`src/source/tm1638_params.svh`:
```
`ifndef TM1638_PARAMS_SVH
`define TM1638_PARAMS_SVH

// command bytes sent each frame
`define TM_CMD_DATA_WRITE 8'h40  // write, auto increment
`define TM_CMD_ADDR0      8'hC0  // display ram from address 0
`define TM_CMD_BRIGHT     8'h8F  // display on, brightest
`define TM_CMD_KEY_READ   8'h42

// board layout
`define TM_DIGITS    8
`define TM_KEY_BYTES 4  // read bytes per key scan

// clk cycles per half serial period
`define TM_HALF_DIV_DEFAULT 24

// serial periods between refreshes
`define TM_FRAME_SCLKS_DEFAULT 4000

`endif

```
`src/source/tm1638_pkg.sv`:
```
`include "tm1638_params.svh"

package tm1638_pkg;

    // display contents, digit 0 in the low bits of each field
    typedef struct packed {
        logic [4*`TM_DIGITS-1:0] digits;
        logic [`TM_DIGITS-1:0]   blank;  // 1 turns the digit dark
        logic [`TM_DIGITS-1:0]   dots;
        logic [`TM_DIGITS-1:0]   leds;
    } disp_frame_t;

    // one byte on the serial link
    typedef struct packed {
        logic [7:0] data;
        logic       rd;     // read, driver off
        logic       first;  // strobe low before
        logic       last;   // strobe high after
    } byte_req_t;

    // hex font, gfedcba
    function automatic logic [6:0] seg_font(input logic [3:0] nib);
        logic [6:0] seg;
        case (nib)
            4'h0: seg = 7'h3F;
            4'h1: seg = 7'h06;
            4'h2: seg = 7'h5B;
            4'h3: seg = 7'h4F;
            4'h4: seg = 7'h66;
            4'h5: seg = 7'h6D;
            4'h6: seg = 7'h7D;
            4'h7: seg = 7'h27;
            4'h8: seg = 7'h7F;
            4'h9: seg = 7'h6F;
            4'hA: seg = 7'h77;
            4'hB: seg = 7'h7C;  // lower case b
            4'hC: seg = 7'h39;
            4'hD: seg = 7'h5E;  // lower case d
            4'hE: seg = 7'h79;
            default: seg = 7'h71;
        endcase
        return seg;
    endfunction

endpackage

```
`src/source/tm1638_tick_gen.sv`:
```
`timescale 1ns/1ns
`include "tm1638_params.svh"

module tm1638_tick_gen #(
    parameter int HALF_DIV    = `TM_HALF_DIV_DEFAULT,
    parameter int FRAME_SCLKS = `TM_FRAME_SCLKS_DEFAULT
) (
    input  logic clk,
    input  logic n_rst,
    output logic sclk_fall_o,
    output logic sclk_rise_o,
    output logic frame_start_o
);
    localparam int HW = $clog2(HALF_DIV + 1);
    localparam int FW = $clog2(FRAME_SCLKS + 1);

    logic [HW-1:0] half_cnt;
    logic          phase;  // 0 means next edge is a fall
    logic [FW-1:0] frame_cnt;
    logic          half_wrap;
    logic          frame_wrap;

    assign half_wrap  = (half_cnt == HW'(HALF_DIV - 1));
    assign frame_wrap = (frame_cnt == FW'(FRAME_SCLKS - 1));

    always_ff @(posedge clk or negedge n_rst) begin
        if (!n_rst) begin
            half_cnt      <= '0;
            phase         <= 1'b0;
            frame_cnt     <= '0;
            sclk_fall_o   <= 1'b0;
            sclk_rise_o   <= 1'b0;
            frame_start_o <= 1'b0;
        end else begin
            sclk_fall_o   <= half_wrap & ~phase;
            sclk_rise_o   <= half_wrap & phase;
            frame_start_o <= half_wrap & ~phase & frame_wrap;  // lands on a fall
            if (half_wrap) begin
                half_cnt <= '0;
                phase    <= ~phase;
            end else begin
                half_cnt <= half_cnt + 1'b1;
            end
            if (half_wrap && !phase) begin
                frame_cnt <= frame_wrap ? '0 : frame_cnt + 1'b1;
            end
        end
    end

    // each rise comes half a serial period after its fall
    a_edges_apart: assert property (
        @(posedge clk) disable iff (!n_rst)
        sclk_rise_o |-> !sclk_fall_o && $past(sclk_fall_o, HALF_DIV)
    );

endmodule

```
`src/source/tm1638_byte_shifter.sv`:
```
`timescale 1ns/1ns

module tm1638_byte_shifter (
    input  logic                  clk,
    input  logic                  n_rst,
    input  logic                  sclk_fall_i,
    input  logic                  sclk_rise_i,
    input  logic                  start_i,
    input  logic                  dio_i,
    input  tm1638_pkg::byte_req_t req_i,
    output logic                  done_o,
    output logic [7:0]            rx_byte_o,
    output logic                  tm_clk_o,
    output logic                  tm_stb_o,
    output logic                  tm_dio_o,
    output logic                  tm_dio_oe_o
);
    localparam logic [3:0] STEP_QUIET = 4'd9;  // after bit 7

    logic                  busy;
    logic [3:0]            step;  // 0 strobe, 1..8 bits, 9 quiet, 10 done
    tm1638_pkg::byte_req_t req_q;
    logic                  bit_fall;
    logic                  bit_rise;

    assign bit_fall = busy && sclk_fall_i && (step != 4'd0) && (step <= 4'd8);
    assign bit_rise = busy && sclk_rise_i && !tm_clk_o;

    always_ff @(posedge clk or negedge n_rst) begin
        if (!n_rst) begin
            busy        <= 1'b0;
            step        <= '0;
            done_o      <= 1'b0;
            tm_clk_o    <= 1'b1;
            tm_stb_o    <= 1'b1;
            tm_dio_o    <= 1'b0;
            tm_dio_oe_o <= 1'b0;
        end else begin
            done_o <= 1'b0;
            if (!busy) begin
                if (start_i) begin
                    busy <= 1'b1;
                    step <= '0;
                end
            end else if (sclk_fall_i) begin
                step <= step + 4'd1;
                if (step == 4'd0) begin
                    if (req_q.first) begin
                        tm_stb_o <= 1'b0;
                    end
                end else if (bit_fall) begin
                    tm_clk_o    <= 1'b0;
                    tm_dio_o    <= req_q.data[0];  // lsb first
                    tm_dio_oe_o <= !req_q.rd;
                end else if (step == STEP_QUIET) begin
                    tm_dio_o    <= 1'b0;
                    tm_dio_oe_o <= 1'b0;
                    if (req_q.last) begin
                        tm_stb_o <= 1'b1;
                    end
                end else begin
                    busy   <= 1'b0;
                    done_o <= 1'b1;
                end
            end else if (bit_rise) begin
                tm_clk_o <= 1'b1;
            end
        end
    end

    always_ff @(posedge clk) begin
        if (!busy && start_i) begin
            req_q <= req_i;
        end else if (bit_fall) begin
            req_q.data <= {1'b0, req_q.data[7:1]};
        end
        if (bit_rise && req_q.rd) begin
            rx_byte_o <= {dio_i, rx_byte_o[7:1]};  // chip drives on falling clk
        end
    end

    // sequencer waits for done before the next request
    a_no_start_busy: assert property (
        @(posedge clk) disable iff (!n_rst)
        start_i |-> !busy
    );

    a_read_no_drive: assert property (
        @(posedge clk) disable iff (!n_rst)
        (busy && req_q.rd) |-> !tm_dio_oe_o
    );

    a_clk_high_idle: assert property (
        @(posedge clk) disable iff (!n_rst)
        tm_stb_o |-> tm_clk_o
    );

endmodule

```
`src/source/tm1638_frame_seq.sv`:
```
`timescale 1ns/1ns
`include "tm1638_params.svh"

module tm1638_frame_seq (
    input  logic                    clk,
    input  logic                    n_rst,
    input  logic                    frame_start_i,
    input  logic                    done_i,
    input  logic [7:0]              rx_byte_i,
    input  tm1638_pkg::disp_frame_t frame_i,
    output tm1638_pkg::byte_req_t   req_o,
    output logic                    start_o,
    output logic                    frame_done_o,
    output logic [7:0]              keys_o
);
    // byte order within one frame
    localparam int IDX_ADDR   = 1;
    localparam int IDX_DISP0  = 2;
    localparam int IDX_BRIGHT = IDX_DISP0 + 2 * `TM_DIGITS;
    localparam int IDX_KEYCMD = IDX_BRIGHT + 1;
    localparam int IDX_RD0    = IDX_KEYCMD + 1;
    localparam int IDX_LAST   = IDX_RD0 + `TM_KEY_BYTES - 1;
    localparam int DW         = $clog2(`TM_DIGITS);

    logic                    running;
    logic [4:0]              idx;
    tm1638_pkg::disp_frame_t frame_q;
    logic [4:0]              disp_addr;
    logic [DW-1:0]           digit;
    logic [4:0]              rd_off;
    logic [2:0]              key_hi;  // key from bit 0
    logic [7:0]              key_sh;
    logic [7:0]              key_next;

    assign disp_addr = idx - 5'(IDX_DISP0);
    assign digit     = disp_addr[DW:1];
    assign rd_off    = idx - 5'(IDX_RD0);
    assign key_hi    = 3'd7 - {rd_off[1:0], 1'b0};

    always_comb begin
        req_o.data  = 8'h00;
        req_o.rd    = 1'b0;
        req_o.first = 1'b0;
        req_o.last  = 1'b0;
        if (idx == 5'd0) begin
            req_o.data  = `TM_CMD_DATA_WRITE;
            req_o.first = 1'b1;
            req_o.last  = 1'b1;
        end else if (idx == 5'(IDX_ADDR)) begin
            req_o.data  = `TM_CMD_ADDR0;
            req_o.first = 1'b1;
        end else if (idx < 5'(IDX_BRIGHT)) begin
            if (disp_addr[0]) begin
                req_o.data[0] = frame_q.leds[digit];  // odd address holds the led
            end else begin
                req_o.data[7] = frame_q.dots[digit];
                if (!frame_q.blank[digit]) begin
                    req_o.data[6:0] = tm1638_pkg::seg_font(frame_q.digits[4*digit +: 4]);
                end
            end
            req_o.last = (idx == 5'(IDX_BRIGHT - 1));
        end else if (idx == 5'(IDX_BRIGHT)) begin
            req_o.data  = `TM_CMD_BRIGHT;
            req_o.first = 1'b1;
            req_o.last  = 1'b1;
        end else if (idx == 5'(IDX_KEYCMD)) begin
            req_o.data  = `TM_CMD_KEY_READ;
            req_o.first = 1'b1;
        end else begin
            req_o.rd   = 1'b1;
            req_o.last = (idx == 5'(IDX_LAST));
        end
    end

    // two keys per read byte, bits 0 and 4
    always_comb begin
        key_next                = key_sh;
        key_next[key_hi]        = rx_byte_i[0];
        key_next[key_hi - 3'd1] = rx_byte_i[4];
    end

    always_ff @(posedge clk or negedge n_rst) begin
        if (!n_rst) begin
            running      <= 1'b0;
            idx          <= '0;
            start_o      <= 1'b0;
            frame_done_o <= 1'b0;
            keys_o       <= '0;
        end else begin
            start_o      <= 1'b0;
            frame_done_o <= 1'b0;
            if (!running) begin
                if (frame_start_i) begin
                    running <= 1'b1;
                    idx     <= '0;
                    start_o <= 1'b1;
                end
            end else if (done_i) begin
                if (idx == 5'(IDX_LAST)) begin
                    running      <= 1'b0;
                    frame_done_o <= 1'b1;
                    keys_o       <= key_next;
                end else begin
                    idx     <= idx + 5'd1;
                    start_o <= 1'b1;  // shifter is idle again
                end
            end
        end
    end

    always_ff @(posedge clk) begin
        if (!running && frame_start_i) begin
            frame_q <= frame_i;  // held for the whole frame
        end
        if (running && done_i && req_o.rd) begin
            key_sh <= key_next;
        end
    end

    // shifter only answers requests made by this frame
    a_done_in_frame: assert property (
        @(posedge clk) disable iff (!n_rst)
        done_i |-> running
    );

endmodule

```
`src/source/tm1638_drv.sv`:
```
`timescale 1ns/1ns
`include "tm1638_params.svh"

module tm1638_drv #(
    parameter int HALF_DIV    = `TM_HALF_DIV_DEFAULT,
    parameter int FRAME_SCLKS = `TM_FRAME_SCLKS_DEFAULT
) (
    input  logic                    clk,
    input  logic                    n_rst,
    input  tm1638_pkg::disp_frame_t frame_i,
    input  logic                    dio_i,
    output logic                    tm_clk_o,
    output logic                    tm_stb_o,
    output logic                    tm_dio_o,
    output logic                    tm_dio_oe_o,
    output logic [7:0]              keys_o,
    output logic                    frame_done_o
);
    logic                  sclk_fall;
    logic                  sclk_rise;
    logic                  frame_start;
    tm1638_pkg::byte_req_t req;
    logic                  start;
    logic                  done;
    logic [7:0]            rx_byte;

    tm1638_tick_gen #(
        .HALF_DIV    (HALF_DIV),
        .FRAME_SCLKS (FRAME_SCLKS)
    ) tick_gen_i (
        .clk           (clk),
        .n_rst         (n_rst),
        .sclk_fall_o   (sclk_fall),
        .sclk_rise_o   (sclk_rise),
        .frame_start_o (frame_start)
    );

    tm1638_frame_seq frame_seq_i (
        .clk           (clk),
        .n_rst         (n_rst),
        .frame_start_i (frame_start),
        .done_i        (done),
        .rx_byte_i     (rx_byte),
        .frame_i       (frame_i),
        .req_o         (req),
        .start_o       (start),
        .frame_done_o  (frame_done_o),
        .keys_o        (keys_o)
    );

    tm1638_byte_shifter byte_shifter_i (
        .clk         (clk),
        .n_rst       (n_rst),
        .sclk_fall_i (sclk_fall),
        .sclk_rise_i (sclk_rise),
        .start_i     (start),
        .dio_i       (dio_i),
        .req_i       (req),
        .done_o      (done),
        .rx_byte_o   (rx_byte),
        .tm_clk_o    (tm_clk_o),
        .tm_stb_o    (tm_stb_o),
        .tm_dio_o    (tm_dio_o),
        .tm_dio_oe_o (tm_dio_oe_o)
    );

endmodule

```
`config.mk`:
```
export PLATFORM = sky130hd
export DESIGN_NAME = tm1638_drv
export DESIGN_NICKNAME = d
export VERILOG_FILES = /design/src/source/tm1638_pkg.sv /design/src/source/tm1638_tick_gen.sv /design/src/source/tm1638_byte_shifter.sv /design/src/source/tm1638_frame_seq.sv /design/src/source/tm1638_drv.sv
export VERILOG_INCLUDE_DIRS = /design/src /design/src/source
export SDC_FILE = /design/constraint.sdc
export NUM_CORES = 1
export LEC_CHECK = 0
export ABC_AREA = 1
export CAP_MARGIN = 25
export CELL_PAD_IN_SITES_DETAIL_PLACEMENT = 1
export CELL_PAD_IN_SITES_GLOBAL_PLACEMENT = 1
export CORE_UTILIZATION = 52
export CTS_BUF_LIST = sky130_fd_sc_hd__clkbuf_8
export DETAILED_ROUTE_END_ITERATION = 7
export DONT_BUFFER_PORTS = 1
export PLACE_DENSITY = 0.82
export SLEW_MARGIN = 20
export SYNTH_ARGS = -nofsm -noshare
export SYNTH_HDL_FRONTEND = slang
export SYNTH_SLANG_ARGS = --single-unit
```
`constraint.sdc`:
```
create_clock -name clk -period 4.9 [get_ports clk]
set_input_delay 0.98 -clock clk [delete_from_list [all_inputs] [get_ports clk]]
set_output_delay 0.98 -clock clk [all_outputs]
set_load 0.01 [all_outputs]
```
==> results of run 1 <==
-- power by group through the flow --
| stage | Clock (uW) | Combinational, uW | Sequential [uW] |
|---|---|---|---|
| after CTS | 917 | 0.00108 | 1160 |
| final | 890 | 0.00109 | 1170 |
| after floorplan | 0 | 0.00113 | 1190 |
| after global routing | 960 | 0.00109 | 1160 |
| after detailed placement | 0 | 0.00108 | 1190 |
| after global placement | 0 | 0.00108 | 1190 |
-- layout by cell type (no fill, tap or decap), types with 2 or more instances in the layout --
cell type  count
a221oi_1       2
nor2_1        59
edfxtp_1      83
nand2_1      113
bufinv_16      2
clkinv_2       3
clkbuf_8      22
nor3_1        11
o22ai_1        7
buf_4          3
nor2_4         3
xor2_1         3
o21ai_1        4
a31oi_1        3
inv_2          5
a21oi_1       19
mux2_2        12
o21a_1         2
dfrtp_1       45
dfstp_2        2
o21ai_0       31
inv_1         67
ha_1          17
nand2_4        2
nor4_1         2
nor2_2         3
xnor2_1        3
clkinv_1       2
o211ai_1       5
nand3_1       36
-- stage by stage --
step                      cell area, um2  hold WS [ns]
after global placement              6020         0.404
final                               6430         0.224
after detailed placement            6020         0.407
after floorplan                     5910         0.400
after CTS                           6420         0.180
after global routing                6430         0.183
-- layer usage --
layer / part of all wire (%) / global-route usage, % / vias to the layer above
li1: - / - / 1905
met1: 43 / 28.2 / 1949
met2: 50 / 38.9 / 90
met3: 4.4 / 6.93 / 26
met4: 2.1 / 11.3 / 0
met5: 0 / 0 / -
-- logic make-up (layout without fill, tap and decap cells) --
group | after synthesis | count (layout) | synth area share [%]
compound gates | 78 | 78 | 7.64
xor+xnor | 7 | 7 | 1.04
fa+ha+maj | 17 | 17 | 3.60
buf+inv | 81 | 104 | 6.03
flops | 130 | 130 | 62.1
mux | 12 | 12 | 2.28
simple gates | 235 | 235 | 17.3
-- final cells by class --
type,count,area (um2),share of cell area (%)
clock inverters,10,93.8,1.46
multi-input cells,349,1900,29.6
flip-flops and latches,130,3670,57.1
inverters,69,259,4.03
repair buffers,3,22.5,0.350
clock buffers,22,303,4.71
well taps,140,175,2.73
-- worst reg2reg max path: stages (launching register included) --
cell and delay [ns]:
dfrtp_1 0.35, inv_1 0.05, buf_4 0.22, ha_1 0.71, o21ai_0 0.23, o21ai_0 0.36, nand2_1 0.09, o21ai_0 0.17
ha_1 0.24, inv_1 0.07, nand3_1 0.12, nand3_1 0.10, nand3_1 0.10, nand2_1 0.05, nand2_1 0.06, nand2_1 0.05
nand2_1 0.08, nand2_1 0.06
-- worst paths after layout --
| path | startpoint | endpoint | slack [ns] |
|---|---|---|---|
| max in group asynchronous | n_rst | byte_shifter_i.tm_clk_o | 4.50 |
| hold reg to reg | byte_shifter_i.rx_byte_o[2] | byte_shifter_i.rx_byte_o[1] | 0.42 |
| setup reg to reg | frame_seq_i.idx[1] | byte_shifter_i.req_q[3] | 1.56 |
| min in group clk | byte_shifter_i.rx_byte_o[2] | byte_shifter_i.rx_byte_o[1] | 0.42 |
| setup / recovery | frame_seq_i.idx[1] | byte_shifter_i.req_q[3] | 1.56 |
| hold / removal | n_rst | frame_seq_i.start_o | 0.22 |
-- sequential cells by signal, indices dropped and copies added, names as in the netlist, 4 cells and up --
register	flops
byte_shifter_i.rx_byte_o	8
frame_seq_i.keys_o	8
frame_seq_i.key_sh	8
tick_gen_i.frame_cnt	12
byte_shifter_i.step	4
tick_gen_i.half_cnt	5
frame_seq_i.idx	5
byte_shifter_i.req_q	11
frame_seq_i.frame_q	56
==> reports/qor.txt, run 1 <==
Final setup violation count -> 0
RSZ-0062 raised after global routing -> no
Crit path max-delay cell type -> ha_1
Crit Path Max Fanout -> 31
Clock latency on the worst-skew pair -> 0.45 ns
TritonCTS buffer count -> 17
Count leader, synth -> nand2_1
Dpl cells -> 691
Area delta synth->final -> 8.65%
Final net count -> 646
Area leader, netlist -> edfxtp_1
Power density over cell area -> 320 nW/um2
Max Clk Rate -> 0.300 GHz
GPL Wtd Cong -> 0.878
Critical path cell sequence -> inv_1 > buf_4 > ha_1 > o21ai_0 > o21ai_0 > nand2_1 > o21ai_0 > ha_1 > inv_1 > nand3_1 > nand3_1 > nand3_1 > nand2_1 > nand2_1 > nand2_1 > nand2_1 > nand2_1
Slew @ Worst Pin -> 0.787 ns
Synth Instances -> 560
Worst Reg-to-Reg Cells -> 17
Filler Cell Count -> 1198
Mapped cell area -> 5910 um2
# IOs -> 72
CORE AREA -> 11000 um2
YS warnings -> 0
PostCTS Resize Cnt -> 0
Crit path time final -> 3.34 ns
Clock Skew -> 0.00784 ns
Final hold vios -> 0
CP peak stage delay -> 0.71 ns
DR vias -> 3970
Routed WL -> 12400 um
TritonCTS Sinks -> 130
Max-cap violations -> 0
Largest net degree at the start of global routing -> 60
Port Buffers -> 0
Slew headroom -> 47.3%
Share of cells above drive strength 1 -> 10.8%
Sequential fraction of the synthesis area -> 62.1%
Drt wl/cell -> 17.1 um
Global Route Usage Sum -> 23.5%
Non-Filler Instances -> 723
Most used cell, CP -> nand2_1
Ant. Diodes -> 0
Status -> finished, final reports clean
Synth area leaders -> edfxtp_1 (42%), dfrtp_1 (19%), nand2_1 (7.2%)
Synthesized flop and latch total -> 130
Peak VDD IR -> 320 uV
Cts hold-fix bufs -> 0
List of most frequent post-synthesis cells -> nand2_1 (113), edfxtp_1 (83), inv_1 (63)
Clock Tree Buf Depth -> 2
Flop pwr share -> 56.7%
Distinct cells, synth -> 40
Power share of the clock group -> 43.3%
1st-iter DRT viols -> 132
Syn Area/Cell -> 10.6 um2
Main flop type after synthesis -> edfxtp_1
Final WS setup -> 1.56 ns
Critical path class -> reg2reg
H-tree depth -> 4
Lkg Pwr -> 0.00265 uW
Data required, critical path -> 5.11 ns
Crit path max-delay family -> adder cells
Layout Utilization -> 58.5%
Postcts setup bufs -> 0
FP Rows -> 38
Dpl ws -> 1.56 ns
Number of remaining DRC errors -> 0
Switching power -> 383 uW
DIE HEIGHT -> 109 um
Die Area -> 11800 um2
Initial Util -> 53.9%
Setup TNS -> 0 ns
Hold WC Path Type -> in2async
Worst setup SP type -> flop
Critical Path AT -> 3.54 ns
Tcrit/Tclk final -> 68.1%
Post-route ant nets -> 0
Vias in the first global route -> 4235
First-pass iteration count of the detailed router -> 6
Overall Power -> 2060 uW
Critical path buffers and inverters -> 3
Syn nets -> 636
Logic pwr share -> 0%
First-pass GRT wire length -> 20300 um
Clock root cell -> clkbuf_8
Vias per std cell -> 5.49
CP Capture Type -> flop
Die width -> 109 um
Cell count along the critical path -> 17
CTS tree -> built
Async SR Flop Fraction -> 36.2%
Post-synth EDFFs -> 83
Share of the synthesized area in the top cell type -> 42.1%
Final Slew Violations -> 0
Initial antenna violation count -> 0
Total grt overflow -> 0
Sw frac -> 18.6%
Clock Pin Slew Worst Setup and Hold Paths -> 0.07 ns
HPWL Detailed -> 8990 um
Pint -> 1670 uW
(Power assumes the default switching activity.)
==> run 2: changes to the inputs <==
--- a/config.mk
+++ b/config.mk
@@ -10,11 +10,11 @@
 export CAP_MARGIN = 25
 export CELL_PAD_IN_SITES_DETAIL_PLACEMENT = 1
 export CELL_PAD_IN_SITES_GLOBAL_PLACEMENT = 1
-export CORE_UTILIZATION = 52
+export CORE_UTILIZATION = 47
 export CTS_BUF_LIST = sky130_fd_sc_hd__clkbuf_8
 export DETAILED_ROUTE_END_ITERATION = 7
 export DONT_BUFFER_PORTS = 1
-export PLACE_DENSITY = 0.82
+export PLACE_DENSITY = 0.78
 export SLEW_MARGIN = 20
 export SYNTH_ARGS = -nofsm -noshare
 export SYNTH_HDL_FRONTEND = slang
==> constraint.sdc (replaced) <==
create_clock -name clk -period 2.8 [get_ports clk]
set_input_delay 0.56 -clock clk [delete_from_list [all_inputs] [get_ports clk]]
set_output_delay 0.56 -clock clk [all_outputs]
set_load 0.01 [all_outputs]
==> reports/qor.txt, run 2 (synthesis results as in run 1) <==
Worst setup SP type -> flop
Worst Reg-to-Reg Cells -> 16
Critical Path AT -> 2.70 ns
Die width -> 114 um
Critical path cell sequence -> inv_2 > ha_4 > o21ai_0 > o21ai_0 > inv_1 > o21ai_1 > ha_2 > inv_1 > nand3_1 > nand3_1 > nand3_1 > nand2_1 > nand2_1 > nand2_1 > nand2_1 > nand2_1
Clock Skew -> 0.0116 ns
Drt wl/cell -> 16.3 um
Commonest non-fill, non-tap cells in the layout -> nand2_1 (113), edfxtp_1 (83), inv_1 (63)
Number of remaining DRC errors -> 0
Crit path max-delay cell type -> dfrtp_1
Source of the critical timing path -> frame_seq_i.idx[2]
First-pass GRT wire length -> 20700 um
Lkg Pwr -> 0.00270 uW
CTS tree -> built
DIE HEIGHT -> 114 um
CP Capture Type -> flop
RSZ-0062 raised after global routing -> no
First-pass iteration count of the detailed router -> 4
Clock root cell -> clkbuf_8
CP endpoint -> byte_shifter_i.req_q[3]
H-tree depth -> 4
Final hold vios -> 0
Data required, critical path -> 3.01 ns
Most used cell, CP -> nand2_1
Port Buffers -> 0
Vias per std cell -> 5.17
Crit Path Max Fanout -> 9
Initial antenna violation count -> 0
Slew headroom -> 43.1%
Most common cell after layout, fill and taps aside -> nand2_1
Dpl ws -> 0.0412 ns
Tcrit/Tclk final -> 88.8%
1st-iter DRT viols -> 184
Global Route Usage Sum -> 21.1%
Routed WL -> 12400 um
Critical path buffers and inverters -> 3
Total grt overflow -> 0
Peak VDD IR -> 352 uV
Top Registers -> frame_seq_i.frame_q (56), tick_gen_i.frame_cnt (12), byte_shifter_i.req_q (11)
Power density over cell area -> 583 nW/um2
R2r setup slk -> 0.31 ns
Top reg by flops -> frame_seq_i.frame_q
CP peak stage delay -> 0.41 ns
GPL Wtd Cong -> 0.848
Area delta synth->final -> 12.0%
# IOs -> 72
Dpl cell area -> 6110 um2
Design Area, Final -> 6620 um2
Critical path class -> reg2reg
Crit path max-delay family -> adder cells
Clock latency on the worst-skew pair -> 0.45 ns
Final Slew Violations -> 0
Cell count along the critical path -> 16
Filler Cell Count -> 1303
TritonCTS Sinks -> 130
Final net count -> 656
Clock Tree Buf Depth -> 2
Final WS setup -> 0.313 ns
RR Startpoint -> frame_seq_i.idx[2]
Largest register FFs -> 56
Hold WC Path Type -> in2reg
Reg2reg end -> byte_shifter_i.req_q[3]
Layout Utilization -> 54.5%
Share of cells above drive strength 1 -> 13.0%
Max Clk Rate -> 0.402 GHz
CORE AREA -> 12200 um2
Clock Pin Slew Worst Setup and Hold Paths -> 0.08 ns
Die Area -> 13000 um2
Max-cap violations -> 0
FP Rows -> 40
Status -> finished, final reports clean
DR vias -> 3937
Slew @ Worst Pin -> 0.851 ns
Ant. Diodes -> 0
Post-route ant nets -> 0
Vias in the first global route -> 4293
Largest net degree at the start of global routing -> 48
Crit path time final -> 2.49 ns
HPWL Detailed -> 8770 um
Initial Util -> 48.6%
Setup TNS -> 0 ns
Final setup violation count -> 0
TritonCTS buffer count -> 17
[run 2: changes by cell type in the layout (fill, tap and decap cells not counted), sizes merged]
cell / previous run / this run
clkinv: 5 / 6
bufinv: 2 / 5
inv: 72 / 70
clkinvlp: 0 / 3
buf: 3 / 12
clkbuf: 22 / 17
dlygate4sd3: 0 / 1
[run 2: how the worst min path moves through the flow]
stage                              endpoint        start  cells past startpoint  slack (ns)
floorplan               byte_shifter_i.busy        n_rst                      0        0.26
global placement     byte_shifter_i.step[1]        n_rst                      0        0.27
detailed placement   byte_shifter_i.step[1]        n_rst                      0        0.27
CTS                 frame_seq_i.frame_q[16]  frame_i[16]                      0        0.17
global route        frame_seq_i.frame_q[18]  frame_i[18]                      0        0.17
finish              frame_seq_i.frame_q[24]  frame_i[24]                      0        0.20
[run 2: layout make-up]
class | count | area (um2) | share of cell area (%)
Clock inverter | 15 | 215 | 3.25
Sequential cell | 130 | 3670 | 55.4
Multi-Input combinational cell | 349 | 1910 | 28.9
Inverter | 69 | 259 | 3.91
Timing Repair Buffer | 13 | 120 | 1.81
Clock buffer | 17 | 234 | 3.53
Tap cell | 168 | 210 | 3.17
[run 2: worst reg2reg max path, stage by stage, from the launching register on]
cell	delay, ns
dfrtp_1	0.41
inv_2	0.09
ha_4	0.32
o21ai_0	0.09
o21ai_0	0.16
inv_1	0.08
o21ai_1	0.24
ha_2	0.24
inv_1	0.07
nand3_1	0.11
nand3_1	0.08
nand3_1	0.09
nand2_1	0.05
nand2_1	0.06
nand2_1	0.05
nand2_1	0.06
nand2_1	0.04
[run 2: metrics by stage]
step | power, uW | hold WS [ns] | std cells
floorplan | 2080 | 0.264 | 560
CTS | 3900 | 0.169 | 760
detailed placement | 2080 | 0.265 | 726
finish | 3860 | 0.199 | 761
global placement | 2080 | 0.265 | 726
global route | 3960 | 0.171 | 761
[run 2: power by group]
group	total, uW	leakage (uW)	switching [uW]	internal, uW
logic	19.4	0.00114	14.4	4.96
registers	2040	0.00134	0	2040
clock network	1800	0.000218	751	1050
total	3860	0.00270	765	3090
[run 2: metal layers]
layer	GRT usage [%]	up-vias	wire, um
li1	-	1935	-
met1	26.1	1916	5670
met2	34.9	72	6090
met3	6.41	14	464
met4	7.79	0	170
met5	0	-	0
[run 2: timing repair]
| action | 4_1_cts | 5_1_grt |
|---|---|---|
| endpoints found under the hold margin | 47 | 0 |
| hold buffers | 2 | 0 |
| resized for setup | 0 | 5 |
| buffers inserted | 0 | 1 |
| setup endpoints to repair | 0 | 6 |
